`src/source/shell_macros.svh`:
```
`ifndef SHELL_MACROS_SVH
`define SHELL_MACROS_SVH

// the APB window covers 16 word registers, so six byte-address bits are enough
`define SHELL_APB_AW 6
// every register is one 32-bit word
`define SHELL_DATA_W 32

// the host port sees a 1 GB window and drops the top two address bits
`define SHELL_HOST_AW 30
// device space and the PS DRAM are both 32-bit physical address spaces
`define SHELL_ADDR_W 32

// the device sees its DRAM starting at this address
`define SHELL_DEV_DRAM_BASE 32'h8000_0000
// offsets at or above 120 MiB fall outside the allocation and are flagged
`define SHELL_DRAM_LIMIT 32'h0780_0000

// bits 29:23 of a device DRAM address pick one of 128 regions of 8 MiB
`define SHELL_REGION_HI 29
`define SHELL_REGION_LO 23
`define SHELL_NUM_REGIONS 128

// the over-limit event counter saturates at its all-ones value
`define SHELL_LIMIT_CNT_W 8

`endif

```
`src/source/shell_pkg.sv`:
```
`include "shell_macros.svh"

package shell_pkg;

   // one APB data word as seen on pwdata and prdata
   typedef logic [`SHELL_DATA_W-1:0] shell_word_t;

   // byte offset inside the register window
   typedef logic [`SHELL_APB_AW-1:0] apb_addr_t;

   // address as it leaves the host port with the top bits already dropped
   typedef logic [`SHELL_HOST_AW-1:0] host_addr_t;

   // full device-space or PS DRAM physical address
   typedef logic [`SHELL_ADDR_W-1:0] dev_addr_t;

   // one bit per 8 MiB region, read back as four words with the low word first
   typedef logic [`SHELL_NUM_REGIONS-1:0] region_map_t;

   // index of a region inside the bitmap
   typedef logic [`SHELL_REGION_HI-`SHELL_REGION_LO:0] region_idx_t;

   // saturating count of over-limit DRAM requests
   typedef logic [`SHELL_LIMIT_CNT_W-1:0] limit_cnt_t;

   // register map of the control block
   // the status and profile words are read only
   typedef enum logic [`SHELL_APB_AW-1:0] {
      REG_CTRL      = 'h00,
      REG_ALLOC     = 'h04,
      REG_DRAM_BASE = 'h08,
      REG_STATUS    = 'h0C,
      REG_PROF0     = 'h10,
      REG_PROF1     = 'h14,
      REG_PROF2     = 'h18,
      REG_PROF3     = 'h1C
   } reg_offset_e;

endpackage

```
`src/source/shell_csr_if.sv`:
```
// control and status signals shared by the register block and the datapath
interface shell_csr_if;

   import shell_pkg::*;

   // physical base of the DRAM that the host allocated for the device
   dev_addr_t   dram_base;
   // high while the device is held in reset
   logic        dev_reset;
   // one-cycle strobe for each accepted request whose offset is past the allocation
   logic        over_limit_pulse;
   // one bit per 8 MiB region that the device has touched since the last run start
   region_map_t region_map;

   // the register block drives the control side and reads the status back
   modport regs
     (output  dram_base
      , output dev_reset
      , input  over_limit_pulse
      , input  region_map
      );

   // the rebaser needs the allocated base and reports requests past the limit
   modport rebase
     (input   dram_base
      , output over_limit_pulse
      );

   // the profiler clears under the device reset and owns the bitmap
   modport profiler
     (input   dev_reset
      , output region_map
      );

endinterface

```
`src/source/shell_regs.sv`:
```
`include "shell_macros.svh"

// APB register block of the shell
// it releases the device reset, holds the DRAM allocation and reports status
module shell_regs
  (input  logic                   aclk_i
   , input  logic                 reset_i

   // APB completer port with no wait states
   , input  shell_pkg::apb_addr_t   paddr_i
   , input  logic                   psel_i
   , input  logic                   penable_i
   , input  logic                   pwrite_i
   , input  shell_pkg::shell_word_t pwdata_i
   , output shell_pkg::shell_word_t prdata_o
   , output logic                   pready_o
   , output logic                   pslverr_o

   , shell_csr_if.regs              csr
   );

   import shell_pkg::*;

   // writable control registers
   logic        run_q;
   logic        alloc_q;
   dev_addr_t   dram_base_q;

   // over-limit status that only reset_i clears
   logic        limit_flag_q;
   limit_cnt_t  limit_cnt_q;

   // access phase and the decode results for the current offset
   logic        access;
   logic        wr_en;
   logic        mapped;
   logic        read_only;
   shell_word_t rdata;

   // the second cycle of a transfer is the access phase
   assign access = psel_i & penable_i;
   assign wr_en  = access & pwrite_i;

   // the block answers at once, so ready simply follows the select
   assign pready_o = psel_i;

   // offset decode and read mux
   // unmapped offsets fall to the default arm and read as zero
   always_comb
   begin
      rdata     = '0;
      mapped    = 1'b1;
      read_only = 1'b0;
      case (paddr_i)
         REG_CTRL:
         begin
            rdata[0] = run_q;
         end
         REG_ALLOC:
         begin
            rdata[0] = alloc_q;
         end
         REG_DRAM_BASE:
         begin
            rdata = dram_base_q;
         end
         REG_STATUS:
         begin
            read_only = 1'b1;
            rdata[0]  = limit_flag_q;
            rdata[8 +: `SHELL_LIMIT_CNT_W] = limit_cnt_q;
         end
         REG_PROF0:
         begin
            read_only = 1'b1;
            rdata     = csr.region_map[0 * `SHELL_DATA_W +: `SHELL_DATA_W];
         end
         REG_PROF1:
         begin
            read_only = 1'b1;
            rdata     = csr.region_map[1 * `SHELL_DATA_W +: `SHELL_DATA_W];
         end
         REG_PROF2:
         begin
            read_only = 1'b1;
            rdata     = csr.region_map[2 * `SHELL_DATA_W +: `SHELL_DATA_W];
         end
         REG_PROF3:
         begin
            read_only = 1'b1;
            rdata     = csr.region_map[3 * `SHELL_DATA_W +: `SHELL_DATA_W];
         end
         default:
         begin
            mapped = 1'b0;
         end
      endcase
   end

   assign prdata_o = rdata;

   // an error is flagged for holes in the map and for writes to read-only words
   assign pslverr_o = access & (~mapped | (pwrite_i & read_only));

   // writes land on the edge that closes the access phase
   // read-only and unmapped offsets match no arm and change nothing
   always_ff @(posedge aclk_i)
   begin
      if (reset_i)
      begin
         run_q       <= 1'b0;
         alloc_q     <= 1'b0;
         dram_base_q <= '0;
      end
      else if (wr_en)
      begin
         case (paddr_i)
            REG_CTRL:      run_q       <= pwdata_i[0];
            REG_ALLOC:     alloc_q     <= pwdata_i[0];
            REG_DRAM_BASE: dram_base_q <= pwdata_i;
            default:       ;
         endcase
      end
   end

   // each over-limit pulse sets the sticky flag and bumps the counter
   // the counter stops at its all-ones value instead of wrapping
   always_ff @(posedge aclk_i)
   begin
      if (reset_i)
      begin
         limit_flag_q <= 1'b0;
         limit_cnt_q  <= '0;
      end
      else if (csr.over_limit_pulse)
      begin
         limit_flag_q <= 1'b1;
         if (limit_cnt_q != '1)
         begin
            limit_cnt_q <= limit_cnt_q + 1'b1;
         end
      end
   end

   // the device stays in reset during the shell reset and until the host sets run
   // this lets a new run start without reloading the bitstream
   assign csr.dev_reset = reset_i | ~run_q;
   assign csr.dram_base = dram_base_q;

   // a setup phase is always followed by an access phase that completes at once
   apb_no_wait_a : assert property (@(posedge aclk_i) disable iff (reset_i)
      (psel_i && !penable_i) |=> (psel_i && penable_i && pready_o));

endmodule

```
`src/source/host_addr_xlate.sv`:
```
// host to device address translation
// host window 0x0xxx_xxxx lands on device DRAM at 0x8xxx_xxxx
// host window 0x2xxx_xxxx lands on device local space at 0x0xxx_xxxx
// windows with bit 28 set have no target and come back as errors
module host_addr_xlate
  (input  logic                   aclk_i
   , input  logic                 reset_i

   , input  shell_pkg::host_addr_t host_addr_i
   , input  logic                  host_valid_i

   , output shell_pkg::dev_addr_t  dev_addr_o
   , output logic                  dev_valid_o
   , output logic                  dev_err_o
   );

   import shell_pkg::*;

   dev_addr_t dev_addr_q;
   logic      dev_valid_q;
   logic      dev_err_q;
   logic      unmapped;

   // bit 28 selects the upper half of each 512 MB window, which has no target
   assign unmapped = host_addr_i[28];

   // the result shows up exactly one cycle after the request
   always_ff @(posedge aclk_i)
   begin
      if (reset_i)
      begin
         dev_valid_q <= 1'b0;
         dev_err_q   <= 1'b0;
      end
      else
      begin
         dev_valid_q <= host_valid_i & ~unmapped;
         dev_err_q   <= host_valid_i & unmapped;
      end
   end

   // inverting bit 29 swaps the two windows and the top nibble keeps only that bit
   always_ff @(posedge aclk_i)
   begin
      if (host_valid_i)
      begin
         dev_addr_q <= {~host_addr_i[29], 3'b000, host_addr_i[27:0]};
      end
   end

   assign dev_addr_o  = dev_addr_q;
   assign dev_valid_o = dev_valid_q;
   assign dev_err_o   = dev_err_q;

   // valid and error are never raised together
   host_excl_a : assert property (@(posedge aclk_i) disable iff (reset_i)
      !(dev_valid_o && dev_err_o));

endmodule

```
`src/source/dram_rebase.sv`:
```
`include "shell_macros.svh"

// one-entry DRAM request stage
// device DRAM addresses are moved into the buffer that the host allocated
module dram_rebase
  (input  logic                   aclk_i
   , input  logic                 reset_i

   // requests from the device side
   , input  shell_pkg::dev_addr_t dram_addr_i
   , input  logic                 dram_we_i
   , input  logic                 dram_valid_i
   , output logic                 dram_ready_o

   // requests toward the PS DRAM port
   , output shell_pkg::dev_addr_t mem_addr_o
   , output logic                 mem_we_o
   , output logic                 mem_valid_o
   , input  logic                 mem_ready_i

   // region touched by the accepted request
   , output shell_pkg::region_idx_t prof_idx_o
   , output logic                   prof_v_o

   , shell_csr_if.rebase          csr
   );

   import shell_pkg::*;

   logic      full_q;
   dev_addr_t addr_q;
   logic      we_q;

   logic      accept;
   dev_addr_t offset;
   dev_addr_t rebased;

   // the entry frees up in the same cycle the downstream port takes it
   assign dram_ready_o = ~full_q | mem_ready_i;
   assign accept       = dram_valid_i & dram_ready_o;

   // the device DRAM base has a single bit set, so the XOR removes it
   assign offset  = dram_addr_i ^ `SHELL_DEV_DRAM_BASE;
   // the sum wraps at 32 bits like the physical bus does
   assign rebased = offset + csr.dram_base;

   // the entry is filled on acceptance and drained on a downstream handshake
   always_ff @(posedge aclk_i)
   begin
      if (reset_i)
      begin
         full_q <= 1'b0;
      end
      else if (accept)
      begin
         full_q <= 1'b1;
      end
      else if (mem_ready_i)
      begin
         full_q <= 1'b0;
      end
   end

   // the base is sampled with the request, so a later base write leaves it alone
   always_ff @(posedge aclk_i)
   begin
      if (accept)
      begin
         addr_q <= rebased;
         we_q   <= dram_we_i;
      end
   end

   assign mem_addr_o  = addr_q;
   assign mem_we_o    = we_q;
   assign mem_valid_o = full_q;

   // an offset past the allocation still goes out but is counted by the register block
   assign csr.over_limit_pulse = accept & (offset >= `SHELL_DRAM_LIMIT);

   // the profiler looks at the device-side address of every accepted request
   assign prof_idx_o = dram_addr_i[`SHELL_REGION_HI:`SHELL_REGION_LO];
   assign prof_v_o   = accept;

   // a stalled request holds its address and direction until it is taken
   mem_hold_a : assert property (@(posedge aclk_i) disable iff (reset_i)
      (mem_valid_o && !mem_ready_i) |=>
         (mem_valid_o && $stable(mem_addr_o) && $stable(mem_we_o)));

endmodule

```
`src/source/mem_profiler.sv`:
```
// memory use profiler
// each bit stands for one 8 MiB region of device DRAM
// the host reads the map to see how much memory a program touched
module mem_profiler
  (input  logic                    aclk_i

   // region index and strobe of each accepted DRAM request
   , input  shell_pkg::region_idx_t prof_idx_i
   , input  logic                   prof_v_i

   , shell_csr_if.profiler          csr
   );

   import shell_pkg::*;

   region_map_t map_q;

   // bits only ever get set while the device runs
   // the device reset also covers the shell reset, so one clear serves both
   always_ff @(posedge aclk_i)
   begin
      if (csr.dev_reset)
      begin
         map_q <= '0;
      end
      else if (prof_v_i)
      begin
         map_q[prof_idx_i] <= 1'b1;
      end
   end

   assign csr.region_map = map_q;

endmodule

```
`src/source/zynq_shell_top.sv`:
```
// programmable-logic shell between the host processor and the accelerator
// the host programs the register block over APB
// host accesses into the device window pass through the address translator
// device DRAM requests pass through the rebaser on their way to the PS memory
module zynq_shell_top
  (input  logic                     aclk_i
   , input  logic                   reset_i

   // reset of the accelerator, released by the run bit
   , output logic                   dev_reset_o

   // APB control port
   , input  shell_pkg::apb_addr_t   paddr_i
   , input  logic                   psel_i
   , input  logic                   penable_i
   , input  logic                   pwrite_i
   , input  shell_pkg::shell_word_t pwdata_i
   , output shell_pkg::shell_word_t prdata_o
   , output logic                   pready_o
   , output logic                   pslverr_o

   // host accesses into the device window
   , input  shell_pkg::host_addr_t  host_addr_i
   , input  logic                   host_valid_i
   , output shell_pkg::dev_addr_t   dev_addr_o
   , output logic                   dev_valid_o
   , output logic                   dev_err_o

   // device DRAM requests
   , input  shell_pkg::dev_addr_t   dram_addr_i
   , input  logic                   dram_we_i
   , input  logic                   dram_valid_i
   , output logic                   dram_ready_o

   // rebased requests toward the PS DRAM
   , output shell_pkg::dev_addr_t   mem_addr_o
   , output logic                   mem_we_o
   , output logic                   mem_valid_o
   , input  logic                   mem_ready_i
   );

   // accepted region index and strobe from the rebaser to the profiler
   shell_pkg::region_idx_t prof_idx;
   logic                   prof_v;

   // control and status shared between the register block and the datapath
   shell_csr_if csr_if ();

   shell_regs i_regs
     (.aclk_i    (aclk_i)
      ,.reset_i  (reset_i)
      ,.paddr_i  (paddr_i)
      ,.psel_i   (psel_i)
      ,.penable_i(penable_i)
      ,.pwrite_i (pwrite_i)
      ,.pwdata_i (pwdata_i)
      ,.prdata_o (prdata_o)
      ,.pready_o (pready_o)
      ,.pslverr_o(pslverr_o)
      ,.csr      (csr_if.regs)
      );

   host_addr_xlate i_host_xlate
     (.aclk_i       (aclk_i)
      ,.reset_i     (reset_i)
      ,.host_addr_i (host_addr_i)
      ,.host_valid_i(host_valid_i)
      ,.dev_addr_o  (dev_addr_o)
      ,.dev_valid_o (dev_valid_o)
      ,.dev_err_o   (dev_err_o)
      );

   // the rebaser keeps running across a device reset so that no request is cut off
   dram_rebase i_rebase
     (.aclk_i       (aclk_i)
      ,.reset_i     (reset_i)
      ,.dram_addr_i (dram_addr_i)
      ,.dram_we_i   (dram_we_i)
      ,.dram_valid_i(dram_valid_i)
      ,.dram_ready_o(dram_ready_o)
      ,.mem_addr_o  (mem_addr_o)
      ,.mem_we_o    (mem_we_o)
      ,.mem_valid_o (mem_valid_o)
      ,.mem_ready_i (mem_ready_i)
      ,.prof_idx_o  (prof_idx)
      ,.prof_v_o    (prof_v)
      ,.csr         (csr_if.rebase)
      );

   mem_profiler i_profiler
     (.aclk_i     (aclk_i)
      ,.prof_idx_i(prof_idx)
      ,.prof_v_i  (prof_v)
      ,.csr       (csr_if.profiler)
      );

   assign dev_reset_o = csr_if.dev_reset;

endmodule

```
`config.mk`:
```
export PLATFORM = sky130hd
export DESIGN_NAME = zynq_shell_top
export DESIGN_NICKNAME = d
export VERILOG_FILES = /design/src/source/shell_pkg.sv /design/src/source/shell_csr_if.sv /design/src/source/shell_regs.sv /design/src/source/host_addr_xlate.sv /design/src/source/dram_rebase.sv /design/src/source/mem_profiler.sv /design/src/source/zynq_shell_top.sv
export VERILOG_INCLUDE_DIRS = /design/src /design/src/source
export SDC_FILE = /design/constraint.sdc
export NUM_CORES = 1
export LEC_CHECK = 0
export BUFFER_PORTS_ARGS = -buffer_cell sky130_fd_sc_hd__buf_2
export CAP_MARGIN = 20
export CORE_MARGIN = 10
export CORE_UTILIZATION = 50
export CTS_CLUSTER_DIAMETER = 80
export DETAILED_ROUTE_END_ITERATION = 6
export GPL_ROUTABILITY_DRIVEN = 0
export PLACE_DENSITY = 0.81
export SYNTH_ARGS = -nofsm -noshare
export SYNTH_HDL_FRONTEND = slang
export SYNTH_SLANG_ARGS = --single-unit
export TNS_END_PERCENT = 20
```
`constraint.sdc`:
```
create_clock -name aclk_i -period 3 [get_ports aclk_i]
set_input_delay 0.3 -clock aclk_i [delete_from_list [all_inputs] [get_ports aclk_i]]
set_output_delay 0.3 -clock aclk_i [all_outputs]
set_load 0.02 [all_outputs]
```
==> flow_results.xml, run 1 <==
<?xml version="1.0" encoding="UTF-8"?>
<metrics>
  <group name="outcome">
    <metric name="outcome" unit="">complete, but fails checks</metric>
    <metric name="violations" unit="">DRC</metric>
  </group>
  <group name="global_route">
    <metric name="grt.total_usage" unit="">0.226</metric>
    <metric name="global_route.overflow_total" unit="">0</metric>
    <metric name="grt_start_max_net_pins" unit="">54</metric>
    <metric name="grt_first_pass_wirelength" unit="um">48700</metric>
    <metric name="first_global_vias" unit="">8992</metric>
    <metric name="antenna_found_initial" unit="">1</metric>
  </group>
  <group name="finish">
    <metric name="final.fill_count" unit="">1645</metric>
    <metric name="area_growth_syn_to_layout" unit="%">25.3</metric>
    <metric name="fin_nets" unit="">1473</metric>
    <metric name="n_antenna_cell" unit="">0</metric>
    <metric name="multi_input_comb_area" unit="um^2">4560</metric>
    <metric name="finish.instance_area" unit="um^2">12800</metric>
    <metric name="layout-drive-gt1-share" unit="">0.223</metric>
    <metric name="seqCellArea" unit="um^2">5350</metric>
  </group>
  <group name="timing">
    <metric name="maxSlewViolCount" unit="">0</metric>
    <metric name="layout_worst_path_cycle_share" unit="">0.975</metric>
    <metric name="final.setup_skew" unit="ns">0.0226</metric>
    <metric name="timing.slew.headroom" unit="">0.464</metric>
    <metric name="whs" unit="ns">0.0125</metric>
    <metric name="finalSetupViolCount" unit="">0</metric>
    <metric name="timing.final.ws_setup" unit="ns">0.0751</metric>
    <metric name="fmax" unit="MHz">342</metric>
    <metric name="hold_violations" unit="">0</metric>
    <metric name="timing_worst_slew_pin_value" unit="ns">0.801</metric>
    <metric name="post-route-min-period" unit="ns">2.92</metric>
  </group>
  <group name="yosys">
    <metric name="synth_top_family_by_area" unit="">compound AO/OA/AOI/OAI gates</metric>
    <metric name="syn_inst" unit="">1098</metric>
    <metric name="leading_cell_types_by_total_area_after_synthesis" unit="">dfxtp_1, edfxtp_1, a21oi_1</metric>
    <metric name="synth_top_cells_by_count" unit="">a21oi_1, nor2_1, dfxtp_1</metric>
    <metric name="synth_area" unit="um^2">10200</metric>
    <metric name="seq_area_frac_synth" unit="">0.525</metric>
    <metric name="postSynthRegisterBits" unit="">236</metric>
    <metric name="synth_warnings" unit="">0</metric>
    <metric name="synth_top_area_share" unit="">0.342</metric>
    <metric name="synth_simple_gate_area_share" unit="">0.161</metric>
    <metric name="xor_and_xnor_fraction_of_the_mapped_netlist_area" unit="">0.0310</metric>
    <metric name="syn_area_per_cell" unit="um^2">9.27</metric>
    <metric name="synth_adder_area_share" unit="">0.0413</metric>
    <metric name="synth-compound-area-share" unit="">0.205</metric>
    <metric name="synthMostInstantiatedCell" unit="">a21oi_1</metric>
    <metric name="async_reset_ff_frac" unit="">0</metric>
    <metric name="synth_top_flop_cell" unit="">dfxtp_1</metric>
    <metric name="yosys.area.top_type" unit="">dfxtp_1</metric>
    <metric name="synth-edff-count" unit="">62</metric>
    <metric name="ys_types" unit="">59</metric>
    <metric name="synth_mux_area_frac" unit="">0.00295</metric>
  </group>
  <group name="die">
    <metric name="design.die.area" unit="um^2">26500</metric>
    <metric name="initial_utilization" unit="">0.506</metric>
    <metric name="io-pin-count" unit="">213</metric>
    <metric name="core_region_area" unit="um^2">20100</metric>
    <metric name="die_height" unit="um">163</metric>
    <metric name="floorplan.die.width" unit="um">163</metric>
    <metric name="rows" unit="">52</metric>
  </group>
  <group name="worst_setup_path">
    <metric name="cp_slowest_cell" unit="">o31ai_1</metric>
    <metric name="r2r-start" unit="">i_regs.csr.dram_base[0]$_SDFFE_PP0P_</metric>
    <metric name="max_incr_delay_on_cp" unit="ns">0.48</metric>
    <metric name="worstSetupPathDepth" unit="">10</metric>
    <metric name="timing.critical_path.fanout_max" unit="">3</metric>
    <metric name="cp_buf_inv_count" unit="">1</metric>
    <metric name="path_delay_family" unit="">compound AO/OA/AOI/OAI gates</metric>
    <metric name="setup.worst_path.end_class" unit="">flop</metric>
    <metric name="critical_path_cell_by_cell" unit="">ha_2 -&gt; inv_1 -&gt; fa_1 -&gt; nand2b_4 -&gt; a211oi_4 -&gt; o21a_2 -&gt; o31ai_1 -&gt; o31ai_1 -&gt; o21ai_0 -&gt; xnor2_1</metric>
    <metric name="cp.required" unit="ns">3.25</metric>
    <metric name="critical_path_class" unit="">reg2reg</metric>
    <metric name="worstSetupStartpointType" unit="">flop</metric>
    <metric name="critPathLaunch" unit="">i_regs.csr.dram_base[0]$_SDFFE_PP0P_</metric>
    <metric name="worst-endpoint-arrival" unit="ns">3.17</metric>
    <metric name="ff2ff_path_depth" unit="">10</metric>
    <metric name="cpMostUsedCell" unit="">o31ai_1</metric>
  </group>
  <group name="clock_tree">
    <metric name="cts-root-buf" unit="">clkbuf_16</metric>
    <metric name="clk-insertion-delay-late" unit="ns">0.52</metric>
    <metric name="numCtsBuffers" unit="">24</metric>
    <metric name="cts.sink_count" unit="">236</metric>
    <metric name="post_cts_buffers" unit="">0</metric>
    <metric name="clock_tree.buffer_depth" unit="">3</metric>
    <metric name="clk_transition_reported_paths" unit="ns">0.07</metric>
    <metric name="cts_h_tree_depth" unit="">1</metric>
    <metric name="cts_tree" unit="">yes</metric>
  </group>
  <group name="pwr">
    <metric name="power_switching" unit="uW">1570</metric>
    <metric name="internal_power" unit="uW">5400</metric>
    <metric name="power_leakage" unit="uW">0.00504</metric>
    <metric name="clockPowerShare" unit="">0.446</metric>
    <metric name="power_per_cell_area" unit="nW/um^2">546</metric>
    <metric name="combPwrFrac" unit="">0.072</metric>
    <metric name="seq_power_share" unit="">0.482</metric>
    <metric name="worst_ir_drop_vdd" unit="V">0.000405</metric>
    <metric name="power_switching_share" unit="">0.225</metric>
  </group>
  <group name="route">
    <metric name="first_pass_iters" unit="">7</metric>
    <metric name="post_drt_wl_per_cell" unit="um">19.3</metric>
    <metric name="ant_nets" unit="">0</metric>
    <metric name="drt-initial-drc-count" unit="">888</metric>
    <metric name="dr_total_vias" unit="">9306</metric>
    <metric name="drcViolationCount" unit="">11</metric>
    <metric name="vias_per_cell" unit="">5.75</metric>
    <metric name="drt_wl_total" unit="um">31300</metric>
  </group>
  <group name="hold_path">
    <metric name="hold_depth" unit="">3</metric>
    <metric name="worst_min_path_start" unit="">pwdata_i[2]</metric>
    <metric name="timing.hold.worst.class" unit="">in2reg</metric>
  </group>
  <group name="placement">
    <metric name="post_dp_cell_area" unit="um^2">11600</metric>
    <metric name="place_ws" unit="ns">0.0758</metric>
    <metric name="dp.final_hpwl" unit="um">22300</metric>
    <metric name="port-buffer-count" unit="">209</metric>
  </group>
  <group name="flow_run">
    <metric name="timing.max_cap.violations" unit="">0</metric>
  </group>
</metrics>
[power by group through the flow]
stage                     Combinational, uW  Clock, uW  Sequential, uW
after floorplan                         175          0            3510
after global placement                  454          0            3420
after detailed placement                463          0            3430
after CTS                               497       3140            3360
after global routing                    545       3270            3360
final                                   505       3110            3360
[tightest hold or removal path: cells and delay by family]
family | cells | cell delay [ns]
AND/OR/NAND/NOR | 1 | 0.04
AO/OA/AOI/OAI | 1 | 0.05
buffers and inverters | 1 | 0.10
[through the flow]
step                      power (uW)  utilization  instances  setup TNS (ns)
after floorplan                 3680            -       1100               0
after global placement          3880        0.576       1543               0
after detailed placement        3890        0.577       1545               0
after CTS                       6990        0.633       1619               0
after global routing            7180        0.634       1619         -0.0129
final                           6970        0.634       1619               0
[worst paths after layout]
kind	slack, ns	end
setup / recovery	0.08	i_rebase.mem_addr_o[26]$_DFFE_PP_
hold / removal	0.01	i_regs.csr.dram_base[2]$_SDFFE_PP0P_
setup reg to reg	0.08	i_rebase.mem_addr_o[26]$_DFFE_PP_
hold reg to reg	0.45	i_regs.limit_flag_q$_SDFFE_PP0P_
[state kept, by name, indices dropped and copies added (netlist names)]
| signal | count |
|---|---|
| i_rebase.mem_addr_o | 32 |
| i_host_xlate.dev_valid_o | 1 |
| i_regs.csr.dram_base | 32 |
| i_profiler.csr.region_map | 128 |
| i_rebase.mem_we_o | 1 |
| i_host_xlate.dev_addr_o | 29 |
| i_regs.alloc_q | 1 |
| i_host_xlate.dev_err_o | 1 |
| i_regs.limit_cnt_q | 8 |
| i_regs.limit_flag_q | 1 |
| i_regs.run_q | 1 |
| i_rebase.mem_valid_o | 1 |
[logic make-up after synthesis]
kind of cell / Yosys count
AND/OR/NAND/NOR: 376
AO/OA/AOI/OAI: 333
flip-flops: 236
buffers and inverters: 80
XOR/XNOR: 36
adder cells (fa/ha/maj): 33
multiplexers: 3
other: 1
[final cells by class]
cell class | instances | area share
clock buffer | 30 | 0.0538
timing repair buffer | 269 | 0.126
multi-input combinational | 784 | 0.358
clock inverter | 14 | 0.0118
inverter | 16 | 0.00471
tap | 270 | 0.0265
sequential | 236 | 0.419
[layer usage]
layer  track usage  part of all wire  vias up
met4        0.0660             0.027        2
met5             0           0.00042        -
met3        0.0571              0.10       63
li1              -                 -     4391
met1         0.279              0.40     4401
met2         0.382              0.48      449
[cells in the final DEF (no fill, tap or decap), drive strengths merged, types with 8 or more instances in the layout]
| cell | n |
|---|---|
| a21o | 12 |
| a21oi | 196 |
| edfxtp | 62 |
| xor2 | 14 |
| buf | 239 |
| inv | 16 |
| a222oi | 23 |
| dfxtp | 174 |
| nand4 | 8 |
| ha | 32 |
| clkbuf | 30 |
| o21ai | 16 |
| clkinv | 9 |
| dlygate4sd3 | 30 |
| xnor2 | 22 |
| nand2 | 116 |
| nor2 | 178 |
| nand3 | 21 |
| a22oi | 49 |
| nand2b | 14 |
| nor3 | 15 |
[repair_timing]
item | CTS | global route
hold buffers | 30 | 0
endpoints found under the setup margin | 0 | 3
hold endpoints to repair | 30 | 0
resized for setup | 0 | 4
No activity file was read; power rests on OpenSTA's default activity.
==> inputs of run 2 (changes only) <==
--- a/config.mk
+++ b/config.mk
@@ -13,7 +13,7 @@
 export CTS_CLUSTER_DIAMETER = 80
 export DETAILED_ROUTE_END_ITERATION = 6
 export GPL_ROUTABILITY_DRIVEN = 0
-export PLACE_DENSITY = 0.81
+export PLACE_DENSITY = 0.74
 export SYNTH_ARGS = -nofsm -noshare
 export SYNTH_HDL_FRONTEND = slang
 export SYNTH_SLANG_ARGS = --single-unit
==> flow_results.xml, run 2 (synthesis results as in run 1) <==
<?xml version="1.0" encoding="UTF-8"?>
<metrics>
  <group name="worst_setup_path">
    <metric name="worst-endpoint-arrival" unit="ns">3.15</metric>
    <metric name="max_incr_delay_on_cp" unit="ns">0.41</metric>
    <metric name="worstSetupStartpointType" unit="">flop</metric>
    <metric name="timing.critical_path.fanout_max" unit="">4</metric>
    <metric name="setup.worst_path.end_class" unit="">flop</metric>
    <metric name="critical_path_cell_by_cell" unit="">ha_1 -&gt; inv_1 -&gt; fa_1 -&gt; nand2b_4 -&gt; a211oi_4 -&gt; o21a_2 -&gt; nor3_2 -&gt; o31ai_2 -&gt; a2111oi_1 -&gt; or3_1</metric>
    <metric name="cp.required" unit="ns">3.27</metric>
    <metric name="critical_path_class" unit="">reg2reg</metric>
    <metric name="cp_slowest_cell" unit="">fa_1</metric>
  </group>
  <group name="route">
    <metric name="dr_total_vias" unit="">9352</metric>
    <metric name="vias_per_cell" unit="">5.73</metric>
    <metric name="ant_nets" unit="">0</metric>
    <metric name="post_drt_wl_per_cell" unit="um">20.3</metric>
    <metric name="drt_wl_total" unit="um">33200</metric>
    <metric name="drcViolationCount" unit="">10</metric>
    <metric name="first_pass_iters" unit="">7</metric>
    <metric name="drt-initial-drc-count" unit="">1094</metric>
  </group>
  <group name="outcome">
    <metric name="outcome" unit="">complete, but fails checks</metric>
    <metric name="violations" unit="">DRC</metric>
  </group>
  <group name="placement">
    <metric name="port-buffer-count" unit="">209</metric>
    <metric name="dp.final_hpwl" unit="um">22700</metric>
    <metric name="placed_cells_incl_taps" unit="">1548</metric>
    <metric name="post_dp_cell_area" unit="um^2">11600</metric>
  </group>
  <group name="finish">
    <metric name="final_cell_mix" unit="">buf_2, a21oi_1, nor2_1, dfxtp_1, nand2_1</metric>
    <metric name="multi_input_comb_area" unit="um^2">4550</metric>
    <metric name="layout-drive-gt1-share" unit="">0.225</metric>
    <metric name="mostFrequentLayoutCell" unit="">buf_2</metric>
    <metric name="finish.instance_area" unit="um^2">12800</metric>
    <metric name="area_growth_syn_to_layout" unit="%">26.3</metric>
    <metric name="fin_nets" unit="">1480</metric>
    <metric name="final.fill_count" unit="">1644</metric>
    <metric name="layoutNonFillerInstCount" unit="">1633</metric>
    <metric name="seqCellArea" unit="um^2">5350</metric>
    <metric name="largest_reg_flops" unit="">128</metric>
  </group>
  <group name="timing">
    <metric name="fmax" unit="MHz">347</metric>
    <metric name="finalSetupViolCount" unit="">0</metric>
    <metric name="whs" unit="ns">0.0103</metric>
    <metric name="maxSlewViolCount" unit="">0</metric>
    <metric name="timing.slew.headroom" unit="">0.494</metric>
    <metric name="post-route-min-period" unit="ns">2.88</metric>
    <metric name="timing_worst_slew_pin_value" unit="ns">0.756</metric>
    <metric name="hold_violations" unit="">0</metric>
    <metric name="layout_worst_path_cycle_share" unit="">0.961</metric>
    <metric name="final.setup_skew" unit="ns">0.0108</metric>
  </group>
  <group name="hold_path">
    <metric name="timing.hold.worst.class" unit="">in2reg</metric>
  </group>
  <group name="global_route">
    <metric name="first_global_vias" unit="">8975</metric>
    <metric name="grt_start_max_net_pins" unit="">63</metric>
    <metric name="grt.total_usage" unit="">0.237</metric>
    <metric name="global_route.overflow_total" unit="">0</metric>
    <metric name="grt_first_pass_wirelength" unit="um">50300</metric>
    <metric name="antenna_found_initial" unit="">4</metric>
  </group>
  <group name="die">
    <metric name="design.die.area" unit="um^2">26500</metric>
    <metric name="initial_utilization" unit="">0.506</metric>
    <metric name="die_height" unit="um">163</metric>
    <metric name="io-pin-count" unit="">213</metric>
    <metric name="core_region_area" unit="um^2">20100</metric>
    <metric name="rows" unit="">52</metric>
    <metric name="floorplan.die.width" unit="um">163</metric>
  </group>
  <group name="clock_tree">
    <metric name="clk_transition_reported_paths" unit="ns">0.06</metric>
    <metric name="clock_tree.buffer_depth" unit="">3</metric>
    <metric name="clk-insertion-delay-late" unit="ns">0.53</metric>
    <metric name="cts_h_tree_depth" unit="">1</metric>
    <metric name="numCtsBuffers" unit="">26</metric>
    <metric name="cts.sink_count" unit="">236</metric>
    <metric name="cts_tree" unit="">yes</metric>
    <metric name="cts-root-buf" unit="">clkbuf_16</metric>
  </group>
  <group name="pwr">
    <metric name="worst_ir_drop_vdd" unit="V">0.000390</metric>
    <metric name="power_leakage" unit="uW">0.00509</metric>
    <metric name="power_per_cell_area" unit="nW/um^2">563</metric>
    <metric name="power" unit="uW">7230</metric>
  </group>
  <group name="flow_run">
    <metric name="timing.max_cap.violations" unit="">0</metric>
  </group>
</metrics>
[run 2: routing by layer]
layer / GRT usage / share of wire
met3: 0.0586 / 0.10
met1: 0.297 / 0.40
met2: 0.394 / 0.47
met4: 0.0754 / 0.024
met5: 0 / 0.00042
[run 2: worst paths after layout]
check | start | endpoint | slack, ns | depth (start not counted)
worst min register to register | i_profiler.csr.region_map[10]$_SDFFE_PP0P_ | i_profiler.csr.region_map[10]$_SDFFE_PP0P_ | 0.46 | 2
worst max-delay path | i_regs.csr.dram_base[0]$_SDFFE_PP0P_ | i_rebase.mem_addr_o[28]$_DFFE_PP_ | 0.12 | 10
worst max register to register | i_regs.csr.dram_base[0]$_SDFFE_PP0P_ | i_rebase.mem_addr_o[28]$_DFFE_PP_ | 0.12 | 10
worst min-delay path | pwdata_i[26] | i_regs.csr.dram_base[26]$_SDFFE_PP0P_ | 0.01 | 3
[run 2: timing repair]
| item | CTS | global route |
|---|---|---|
| buffers inserted | 0 | 0 |
| hold buffers | 31 | 0 |
| hold endpoints to repair | 31 | 0 |
| gates resized for setup | 0 | 2 |
| setup endpoints to repair | 0 | 1 |
[run 2: worst max-delay path, delay by kind of cell, from the launching register on]
| family | cells | cell delay [ns] |
|---|---|---|
| compound gates | 4 | 0.98 |
| flops | 1 | 0.35 |
| buf+inv | 1 | 0.06 |
| simple gates | 3 | 0.62 |
| fa+ha+maj | 2 | 0.60 |
[run 2: cell type report]
cell class                 instances  area share
clock buffer                      36      0.0601
timing repair buffer             274       0.127
antenna                            5    0.000974
sequential                       236       0.416
inverter                          16     0.00467
multi-input combinational        784       0.354
clock inverter                    12      0.0111
tap                              270      0.0263
[run 2: stage by stage]
stage / utilization / TNS (ns) / worst slack (ns)
2_1_floorplan: - / 0 / 0.418
3_3_place_gp: 0.576 / 0 / 0.0977
3_5_place_dp: 0.576 / 0 / 0.0610
4_1_cts: 0.637 / 0 / 0.0659
5_1_grt: 0.639 / -0.00591 / -0.00591
6_report: 0.639 / 0 / 0.117
[run 2: where the power goes]
group | switching (uW) | internal, uW | leakage (uW)
logic | 328 | 186 | 0.00265
registers | 22.8 | 3340 | 0.00200
clock network | 1300 | 2060 | 0.000444
